[src/source/fabric_pkg.sv]
// ====================
// shared widths, default timing constants and enums
// for the fabric logic beside the processor system
// ====================

package fabric_pkg;

  // ====================
  // port widths
  // ====================
  localparam int key_w       = 2;   // push keys
  localparam int sw_w        = 4;   // slide switches
  localparam int reset_req_w = 3;   // cold, warm, debug request lines
  localparam int stm_event_w = 28;  // trace-event vector
  localparam int led_pio_w   = 7;   // led pio field, tied to zero now

  // ====================
  // default timing, in 50 MHz cycles
  // ====================
  localparam int def_debounce_timeout = 50000;  // 1 ms
  localparam int def_cold_pulse_len   = 6;
  localparam int def_warm_pulse_len   = 2;
  localparam int def_debug_pulse_len  = 32;
  localparam int def_heartbeat_half   = 25000000;  // 0.5 s, so 1 Hz blink

  // index of each line on the request bus
  typedef enum logic [1:0]
  {
    req_cold  = 2'd0,
    req_warm  = 2'd1,
    req_debug = 2'd2
  } reset_req_e;

  // pulse stretcher state
  typedef enum logic
  {
    pulse_idle = 1'b0,  // waiting for a rising edge
    pulse_busy = 1'b1   // output held low, new edges dropped
  } pulse_state_e;

endpackage : fabric_pkg

[src/source/key_debounce.sv]
// ====================
// push key debouncer, one synchronizer and
// one timeout counter per key
// ====================

module key_debounce
#(
  parameter int width   = fabric_pkg::key_w,
  parameter int timeout = fabric_pkg::def_debounce_timeout
)
(
  input  logic             fpga_clk_50,
  input  logic             hps_fpga_reset_n,
  input  logic [width-1:0] keys,            // raw, active low
  output logic [width-1:0] debounced_keys
);

  // counter only has to reach timeout-1
  localparam int cnt_w = $clog2(timeout + 1);

  logic [width-1:0] key_meta;  // first sync stage
  logic [width-1:0] key_sync;  // second sync stage

  // ====================
  // input synchronizer
  // ====================
  // keys idle high, so sync flops come out of reset at ones
  always_ff @(posedge fpga_clk_50 or negedge hps_fpga_reset_n)
  begin
    if (!hps_fpga_reset_n)
    begin
      key_meta <= '1;
      key_sync <= '1;
    end
    else
    begin
      key_meta <= keys;
      key_sync <= key_meta;
    end
  end

  // ====================
  // per key timeout
  // ====================
  for (genvar i = 0; i < width; i++)
  begin : g_key
    logic [cnt_w-1:0] cnt;    // cycles the new level has held
    logic             key_q;  // debounced level of this key

    always_ff @(posedge fpga_clk_50 or negedge hps_fpga_reset_n)
    begin
      if (!hps_fpga_reset_n)
      begin
        cnt   <= '0;
        key_q <= 1'b1;  // released
      end
      else if (key_sync[i] == key_q)
        cnt <= '0;  // glitch gone, start over
      else if (cnt == cnt_w'(timeout - 1))
      begin
        // level held long enough
        key_q <= key_sync[i];
        cnt   <= '0;
      end
      else
        cnt <= cnt + 1'b1;
    end

    assign debounced_keys[i] = key_q;
  end

endmodule : key_debounce

[src/source/reset_pulse.sv]
// ====================
// rising edge to fixed length active low pulse,
// edges during a pulse are dropped
// ====================

module reset_pulse
#(
  parameter int pulse_len = fabric_pkg::def_cold_pulse_len
)
(
  input  logic fpga_clk_50,
  input  logic hps_fpga_reset_n,
  input  logic level,     // already synchronized
  output logic pulse_n
);

  // holds 0 .. pulse_len-1
  localparam int cnt_w = $clog2(pulse_len + 1);

  fabric_pkg::pulse_state_e state;

  logic             level_q;  // previous level
  logic             rise;
  logic [cnt_w-1:0] cnt;      // low cycles already spent

  assign rise = level & ~level_q;

  // edge history runs even while busy
  always_ff @(posedge fpga_clk_50 or negedge hps_fpga_reset_n)
  begin
    if (!hps_fpga_reset_n)
      level_q <= 1'b0;
    else
      level_q <= level;
  end

  // ====================
  // stretcher FSM
  // ====================
  always_ff @(posedge fpga_clk_50 or negedge hps_fpga_reset_n)
  begin
    if (!hps_fpga_reset_n)
    begin
      state   <= fabric_pkg::pulse_idle;
      cnt     <= '0;
      pulse_n <= 1'b1;  // reset request inactive
    end
    else
    begin
      case (state)
        fabric_pkg::pulse_idle:
        begin
          if (rise)
          begin
            state   <= fabric_pkg::pulse_busy;
            cnt     <= '0;
            pulse_n <= 1'b0;  // low from the next cycle on
          end
        end
        fabric_pkg::pulse_busy:
        begin
          // rise is not looked at here
          if (cnt == cnt_w'(pulse_len - 1))
          begin
            state   <= fabric_pkg::pulse_idle;
            pulse_n <= 1'b1;
          end
          else
            cnt <= cnt + 1'b1;
        end
        default: state <= fabric_pkg::pulse_idle;
      endcase
    end
  end

endmodule : reset_pulse

[src/source/reset_request_ctrl.sv]
// ====================
// reset request synchronizer and the
// cold, warm and debug pulse stretchers
// ====================

module reset_request_ctrl
#(
  parameter int cold_len  = fabric_pkg::def_cold_pulse_len,
  parameter int warm_len  = fabric_pkg::def_warm_pulse_len,
  parameter int debug_len = fabric_pkg::def_debug_pulse_len
)
(
  input  logic                               fpga_clk_50,
  input  logic                               hps_fpga_reset_n,
  input  logic [fabric_pkg::reset_req_w-1:0] reset_req,
  output logic                               cold_reset_n,
  output logic                               warm_reset_n,
  output logic                               debug_reset_n
);

  logic [fabric_pkg::reset_req_w-1:0] req_meta;
  logic [fabric_pkg::reset_req_w-1:0] req_sync;  // two cycles behind reset_req

  // request levels come from another domain
  always_ff @(posedge fpga_clk_50 or negedge hps_fpga_reset_n)
  begin
    if (!hps_fpga_reset_n)
    begin
      req_meta <= '0;
      req_sync <= '0;
    end
    else
    begin
      req_meta <= reset_req;
      req_sync <= req_meta;
    end
  end

  // one stretcher per line, each with its own length
  reset_pulse #(.pulse_len(cold_len)) pulse_cold
  (
    .fpga_clk_50      (fpga_clk_50),
    .hps_fpga_reset_n (hps_fpga_reset_n),
    .level            (req_sync[fabric_pkg::req_cold]),
    .pulse_n          (cold_reset_n)
  );

  reset_pulse #(.pulse_len(warm_len)) pulse_warm
  (
    .fpga_clk_50      (fpga_clk_50),
    .hps_fpga_reset_n (hps_fpga_reset_n),
    .level            (req_sync[fabric_pkg::req_warm]),
    .pulse_n          (warm_reset_n)
  );

  reset_pulse #(.pulse_len(debug_len)) pulse_debug
  (
    .fpga_clk_50      (fpga_clk_50),
    .hps_fpga_reset_n (hps_fpga_reset_n),
    .level            (req_sync[fabric_pkg::req_debug]),
    .pulse_n          (debug_reset_n)
  );

endmodule : reset_request_ctrl

[src/source/heartbeat.sv]
// ====================
// heartbeat LED blinker
// ====================

module heartbeat
#(
  parameter int half_period = 25000000  // cycles per LED level
)
(
  input  logic fpga_clk_50,
  input  logic hps_fpga_reset_n,
  output logic led
);

  localparam int cnt_w = $clog2(half_period + 1);

  logic [cnt_w-1:0] cnt;

  // wrap at half_period-1, flip the LED on each wrap
  always_ff @(posedge fpga_clk_50 or negedge hps_fpga_reset_n)
  begin
    if (!hps_fpga_reset_n)
    begin
      cnt <= '0;
      led <= 1'b0;  // LED off
    end
    else if (cnt == cnt_w'(half_period - 1))
    begin
      cnt <= '0;
      led <= ~led;
    end
    else
      cnt <= cnt + 1'b1;
  end

endmodule : heartbeat

[src/source/ghrd_fabric_top.sv]
// ====================
// fabric top level: key debounce, reset request
// pulses, heartbeat and trace-event vector
// ====================

module ghrd_fabric_top
#(
  parameter int debounce_timeout = fabric_pkg::def_debounce_timeout,
  parameter int cold_pulse_len   = fabric_pkg::def_cold_pulse_len,
  parameter int warm_pulse_len   = fabric_pkg::def_warm_pulse_len,
  parameter int debug_pulse_len  = fabric_pkg::def_debug_pulse_len,
  parameter int heartbeat_half   = fabric_pkg::def_heartbeat_half
)
(
  input  logic                               fpga_clk_50,
  input  logic                               hps_fpga_reset_n,
  input  logic [fabric_pkg::key_w-1:0]       key,            // active low
  input  logic [fabric_pkg::sw_w-1:0]        sw,
  input  logic [fabric_pkg::reset_req_w-1:0] hps_reset_req,  // cold, warm, debug
  output logic                               heartbeat_led,
  output logic                               hps_cold_reset_n,
  output logic                               hps_warm_reset_n,
  output logic                               hps_debug_reset_n,
  output logic [fabric_pkg::stm_event_w-1:0] stm_hw_events
);

  // zero bits above the switch field
  localparam int pad_w = fabric_pkg::stm_event_w - fabric_pkg::sw_w
                       - fabric_pkg::led_pio_w - fabric_pkg::key_w;

  logic [fabric_pkg::key_w-1:0] debounced_keys;

  // ====================
  // blocks
  // ====================
  key_debounce
  #(
    .width   (fabric_pkg::key_w),
    .timeout (debounce_timeout)
  )
  u_key_debounce
  (
    .fpga_clk_50      (fpga_clk_50),
    .hps_fpga_reset_n (hps_fpga_reset_n),
    .keys             (key),
    .debounced_keys   (debounced_keys)
  );

  reset_request_ctrl
  #(
    .cold_len  (cold_pulse_len),
    .warm_len  (warm_pulse_len),
    .debug_len (debug_pulse_len)
  )
  u_reset_request_ctrl
  (
    .fpga_clk_50      (fpga_clk_50),
    .hps_fpga_reset_n (hps_fpga_reset_n),
    .reset_req        (hps_reset_req),
    .cold_reset_n     (hps_cold_reset_n),
    .warm_reset_n     (hps_warm_reset_n),
    .debug_reset_n    (hps_debug_reset_n)
  );

  heartbeat #(.half_period(heartbeat_half)) u_heartbeat
  (
    .fpga_clk_50      (fpga_clk_50),
    .hps_fpga_reset_n (hps_fpga_reset_n),
    .led              (heartbeat_led)
  );

  // event vector, switches go in unsynchronized
  // led pio field stays zero, kept for the bit layout
  assign stm_hw_events = {{pad_w{1'b0}}, sw, {fabric_pkg::led_pio_w{1'b0}}, debounced_keys};

endmodule : ghrd_fabric_top

[config.mk]
export PLATFORM = sky130hd
export DESIGN_NAME = ghrd_fabric_top
export DESIGN_NICKNAME = d
export VERILOG_FILES = /design/src/source/fabric_pkg.sv /design/src/source/key_debounce.sv /design/src/source/reset_pulse.sv /design/src/source/reset_request_ctrl.sv /design/src/source/heartbeat.sv /design/src/source/ghrd_fabric_top.sv
export SDC_FILE = /design/constraint.sdc
export NUM_CORES = 1
export LEC_CHECK = 0
export ABC_AREA = 1
export BUFFER_PORTS_ARGS = -buffer_cell sky130_fd_sc_hd__buf_2
export CORE_ASPECT_RATIO = 1.2
export CORE_MARGIN = 10
export CORE_UTILIZATION = 50
export CTS_CLUSTER_SIZE = 14
export DETAILED_ROUTE_END_ITERATION = 12
export PLACE_DENSITY = 0.71
export RECOVER_POWER = 25
export REMOVE_ABC_BUFFERS = 1
export SLEW_MARGIN = 25
export SYNTH_ARGS = -nofsm -noshare
export SYNTH_HDL_FRONTEND = slang
export SYNTH_SLANG_ARGS = --single-unit
export TNS_END_PERCENT = 30
[constraint.sdc]
create_clock -name fpga_clk_50 -period 1.19 [get_ports fpga_clk_50]
set_input_delay 0.238 -clock fpga_clk_50 [delete_from_list [all_inputs] [get_ports fpga_clk_50]]
set_output_delay 0.238 -clock fpga_clk_50 [all_outputs]
set_load 0.02 [all_outputs]
After elaboration in Yosys (flattened, before gate mapping)
Index checks and enable logic that the tools add are counted.
{"block": "totals", "reg_bits": 90, "latchBits": 0, "mem_bits_rw": 0, "romBits": 0, "inputBits": 11, "output_inout_bits": 32, "n_memories": 0}
{"block": "op_classes", "addsub": 6, "mul": 0, "div_mod_pow": 0, "n_lt_le_gt_ge": 0, "eq_ne": 17, "shift": 0, "n_mux": 32, "n_bitwise": 12, "n_reduce_logical": 8}
{"cell": "16-bit two-way mux", "n": 4}
{"cell": "16-bit by 1-bit adder with 16-bit output, second input constant", "n": 2}
{"cell": "16-bit == test, second input constant", "n": 2}
{"cell": "25-bit by 1-bit adder with 25-bit output, second input constant", "n": 1}
{"cell": "25-bit == test, second input constant", "n": 1}
{"cell": "25-bit two-way mux", "n": 1}
{"cell": "2-bit AND reduction", "n": 8}
{"cell": "1-bit two-way mux", "n": 12}
{"cell": "6-bit two-way mux", "n": 2}
{"cell": "2-bit != test, second input constant", "n": 6}
{"cell": "1-bit one-hot mux with 2 select lines", "n": 6}
{"cell": "6-bit one-hot mux with 2 select lines", "n": 1}
{"cell": "1-bit inverter", "n": 9}
{"cell": "6-bit by 1-bit adder with 6-bit output, second input constant", "n": 1}
{"cell": "6-bit by 5-bit == test with 1-bit output, second input constant", "n": 1}
{"cell": "3-bit two-way mux", "n": 2}
{"cell": "2-bit by 1-bit != test with 1-bit output, second input constant", "n": 3}
{"cell": "3-bit one-hot mux with 2 select lines", "n": 1}
{"cell": "2-bit two-way mux", "n": 2}
{"cell": "2-bit one-hot mux with 2 select lines", "n": 1}
{"cell": "3-bit by 1-bit adder with 3-bit output, second input constant", "n": 1}
{"cell": "1-bit bitwise AND", "n": 3}
{"cell": "3-bit == test, second input constant", "n": 1}
{"cell": "2-bit by 1-bit adder with 2-bit output, second input constant", "n": 1}
{"cell": "other kinds (2)", "n": 3}

Logic depth before layout (Yosys ltp)
{"block": "logic_depth", "word_depth": 4, "ltp_mapped": 9, "ltp_nobuf": 9}

Hierarchy
Synthesis repeated with hierarchy kept, for this count alone.
{"block": "unflattened", "cells_unflattened": 622, "area_unflattened_um2": 4998.5}
{"mod": "key_debounce", "instances": 1, "cells_per_inst": 257, "area_each_um2": 2025.7}
{"mod": "heartbeat", "instances": 1, "cells_per_inst": 223, "area_each_um2": 1640.3}
{"mod": "reset_pulse (u_reset_request_ctrl.pulse_debug)", "instances": 1, "cells_per_inst": 53, "area_each_um2": 461.7}
{"mod": "reset_pulse (u_reset_request_ctrl.pulse_cold)", "instances": 1, "cells_per_inst": 33, "area_each_um2": 294.0}
{"mod": "reset_pulse (u_reset_request_ctrl.pulse_warm)", "instances": 1, "cells_per_inst": 23, "area_each_um2": 227.7}
{"mod": "ghrd_fabric_top", "instances": 1, "cells_per_inst": 27, "area_each_um2": 198.9}
{"mod": "reset_request_ctrl", "instances": 1, "cells_per_inst": 6, "area_each_um2": 150.1}

Worst setup path after synthesis
No wires, ideal clock.
{"block": "synth_path", "path_type": "reg-to-reg", "startpoint": "register u_heartbeat.cnt[0]", "endpoint": "register u_heartbeat.cnt[0]", "setup_ns": 0.118, "arrival_ns": 1.198, "t_required_ns": 1.072, "setup_slack_ns": -0.126, "stages_incl_launch_ff": 9, "path_buffers": 0, "synth_period_minus_slack_ns": 1.316, "path_cell_list": "dfrtp_1 > ha_1 > nand2_1 > nor2_4 > nand2_2 > nor2_1 > nand2_1 > inv_1 > nor2_1"}
{"block": "synth_via", "elab_chain_len": 2}
{"item": "start: declaration", "line_no": "heartbeat.sv:17", "text": "logic [cnt_w-1:0] cnt;"}
{"item": "start signal: assignment", "line_no": "heartbeat.sv:33", "text": "cnt <= cnt + 1'b1;"}
{"item": "25-bit by 1-bit adder with 25-bit output / 25-bit == test (equally long branches)", "line_no": "heartbeat.sv:33, heartbeat.sv:27"}
{"item": "25-bit two-way mux *", "line_no": "heartbeat.sv:27", "text": "else if (cnt == cnt_w'(half_period - 1))"}
Mark *: on every way between the ends. The rest lies on a longest branch, timed or not.
A chain may end at the register's enable or synchronous reset.

Final worst setup path
{"block": "layout_path", "startpoint": "register u_heartbeat.cnt[1]", "endpoint": "register u_heartbeat.cnt[16]"}
Same word-level chain as after synthesis.

==> results_dict.tcl <==
set metrics [dict create \
    end_kind "flip-flop" \
    holdWs_ns 0.0133 \
    final_antenna_net_count 0 \
    crit_required_ns 1.43 \
    dieArea_um2 14000 \
    finalNonFillerCells 848 \
    p_per_area_nw_per_um2 1270 \
    wirelength_um 11200 \
    track_usage_pct 16.1 \
    setup_violations 62 \
    layout_commonest_cell "nand2_1" \
    hold_depth 1 \
    p_total_mw 8.22 \
    cts_buffer_depth 2 \
    synth_area_um2 4810 \
    grt_max_degree 36 \
    slowest_delay_ns 0.36 \
    worstRegToRegCells 8 \
    start_kind "flip-flop" \
    grt_pass1_vias 4252 \
    rows 39 \
    drtIter0Drc 197 \
    vias_per_cell 4.93 \
    violations "negative setup slack" \
    vias 4184 \
    syn2layout_area_growth_pct 34.2 \
    fillCellCount 740 \
    ys_types 32 \
    worstPathArrival_ns 1.64 \
    syn_area_per_cell_um2 7.98 \
    clock.fmax_mhz 715 \
    numCtsBuffers 9 \
    crit_slowest_cell "dfrtp_1" \
    worstSetupPathType "reg -> reg" \
    fin_ws_ns -0.209 \
    nets 738 \
    hold_viol 0 \
    clkLatencyLatePin_ns 0.34 \
    die_w_um 110 \
    finalCritPeriodShare_pct 118 \
    status "finished, violations left" \
    place_inst 814 \
    drc 0 \
    routabilityCongestion 0.918 \
    critPathMaxFanout 6 \
    worstHoldEndpoint "u_reset_request_ctrl.req_meta[2]" \
    synth_top_cell_by_area "dfrtp_1" \
    cts_tree "built" \
    ys_top_cells_by_area "dfrtp_1 42%, nand2_1 9.9%, nor2_1 8.6%" \
    p_leak_nw 3.02 \
    drv_slew 0 \
    min_period_ns 1.40 \
    start_util_pct 50.8 \
    rsz0062_at_grt "yes" \
    routedWlPerCell_um 13.2 \
    port-buffer-count 12 \
    skew_ns 0.00683 \
    reg2reg_from "u_heartbeat.cnt[1]" \
    cp_cell_sequence "ha_2, nand2_2, nor2_4, nand2_4, nor2_4, nand2_1, nand2_1, nor2_1" \
    ys_ff_latch 90 \
    die_h_um 127 \
    drt-pass1-iter-count 7 \
    clkTransAtPathRegs_ns 0.07 \
    root_buffer "clkbuf_16" \
    core-area_um2 9470 \
    hold_class "in -> reg" \
    yosysWarnings 0 \
    dp_hpwl_um 7800 \
    antenna_found_initial 0 \
    num_antenna_cells 0 \
    drive_gt1_share_pct 34.9 \
    layout_common_cells "113 x nand2_1, 91 x nor2_1, 89 x buf_4, 72 x dfrtp_1, 61 x inv_1" \
    clock_sinks 90 \
    timing.max_cap.violations 0 \
    grt_pass1_wl_um 18600 \
    r2r_end "u_heartbeat.cnt[16]" \
    io-pin-count 43 \
    ir_drop_mv 1.03 \
    synth_top_area_share_pct 42.1 \
    cts-htree-levels 3 \
    yosysSeqAreaShare_pct 47.0 \
    holdCritStartpoint "hps_reset_req[2]" \
    grt_remaining_overflow 0 \
    netlist_instances 603 \
    r2r_setup_slack_ns -0.21 \
]
-- logic make-up after synthesis --
logic type,share of synthesized area [%]
DFF,47.0
other,0.0779
AOI/OAI and AO/OA,3.93
and+or+nand+nor,32.9
buffers and inverters,10.2
xor gates and xnor gates,3.98
adders and majority gates,1.82
-- registers in the layout (all words and copies together) (netlist names) --
name / count
u_key_debounce.g_key.cnt: 32
u_heartbeat.led: 1
u_reset_request_ctrl.pulse_cold.cnt: 3
u_reset_request_ctrl.pulse_cold.pulse_n: 1
u_reset_request_ctrl.req_sync: 3
u_heartbeat.cnt: 25
u_key_debounce.g_key.key_q: 2
u_reset_request_ctrl.pulse_debug.state: 1
u_reset_request_ctrl.pulse_cold.level_q: 1
u_reset_request_ctrl.pulse_warm.cnt: 2
u_reset_request_ctrl.pulse_warm.level_q: 1
u_reset_request_ctrl.pulse_warm.pulse_n: 1
u_reset_request_ctrl.req_meta: 3
u_key_debounce.key_meta: 2
u_key_debounce.key_sync: 2
u_reset_request_ctrl.pulse_debug.level_q: 1
u_reset_request_ctrl.pulse_warm.state: 1
u_reset_request_ctrl.pulse_debug.cnt: 6
u_reset_request_ctrl.pulse_debug.pulse_n: 1
u_reset_request_ctrl.pulse_cold.state: 1
-- power by group --
part	leakage, nW	switching (mW)	total [mW]	internal (mW)
registers	1.14	0.256	3.67	3.42
logic	1.73	0.967	1.74	0.776
clock network	0.143	1.32	2.80	1.48
total	3.02	2.55	8.22	5.67
-- how the worst max path moves through the flow --
stage | slack [ns] | startpoint | end | depth (start not counted)
after CTS | -0.20 | u_heartbeat.cnt[1] | u_heartbeat.cnt[10] | 7
after detailed placement | -0.21 | u_heartbeat.cnt[0] | u_heartbeat.cnt[18] | 8
after floorplan | -0.13 | u_heartbeat.cnt[0] | u_heartbeat.cnt[0] | 8
after global placement | -0.16 | u_heartbeat.cnt[0] | u_heartbeat.cnt[24] | 8
final | -0.21 | u_heartbeat.cnt[1] | u_heartbeat.cnt[16] | 8
after global routing | -0.29 | u_heartbeat.cnt[1] | u_heartbeat.cnt[20] | 8
-- critical path: cells and delay by family, from the launching register on --
| family | cells | cell delay (ns) |
|---|---|---|
| simple gates | 7 | 0.74 |
| flops | 1 | 0.36 |
| fa+ha+maj | 1 | 0.20 |
-- per-stage QoR --
step | worst slack, ns | util [%] | TNS (ns) | area (um2)
floorplan | -0.126 | - | -3.07 | 4680
global placement | -0.164 | 58.6 | -4.74 | 5550
detailed placement | -0.208 | 58.6 | -7.15 | 5550
CTS | -0.201 | 66.0 | -5.12 | 6250
global route | -0.290 | 68.2 | -9.94 | 6460
finish | -0.209 | 68.2 | -4.91 | 6460
-- per-layer routing --
layer	vias to the layer above	global-route usage (%)	wire length, um	share of wire [%]
li1	2085	-	-	-
met1	1982	18.5	4630	41
met2	92	27.9	5890	53
met3	25	3.47	430	3.8
met4	0	6.98	255	2.3
met5	-	0	0	0
-- synthesized netlist by cell type --
library cell and n:
o21ai_0 9, a21oi_1 13, nor2_1 110, nand3_1 51, dfstp_2 9, dfrtp_1 81, nor3_1 6, and2_1 1
xor2_1 15, nor2_2 7, nand2_2 12, a211oi_1 1, nor3b_2 1, buf_4 28, o22ai_1 5, nand3_2 2
nor2_4 9, nand2_4 2, o21bai_1 3, conb_1 1, inv_1 74, inv_2 1, o21a_1 1, xor2_2 1
xnor2_1 5, nor3_2 1, nor3b_1 1, nand2_1 127, o21ai_1 2, nand3b_1 4, ha_1 7, nand4_1 13
-- area by class of cell --
cell class / count / area, um2 / share of cell area (%)
Multi-Input combinational cell: 431 / 2550 / 39.5
Timing Repair Buffer: 113 / 893 / 13.8
Clock inverter: 7 / 77.6 / 1.20
Tap cell: 123 / 154 / 2.38
Sequential cell: 90 / 2270 / 35.2
Clock buffer: 9 / 225 / 3.49
Inverter: 75 / 287 / 4.44
-- repair_timing --
| action | 4_1_cts | 5_1_grt |
|---|---|---|
| gates resized for setup | 74 | 62 |
| buffers inserted | 11 | 2 |
| pin swaps | 20 | 28 |
| hold buffers | 5 | 0 |
| hold endpoints to repair | 33 | 0 |
| endpoints found under the setup margin | 69 | 74 |
Note: power is estimated with default switching activity, not from simulation.
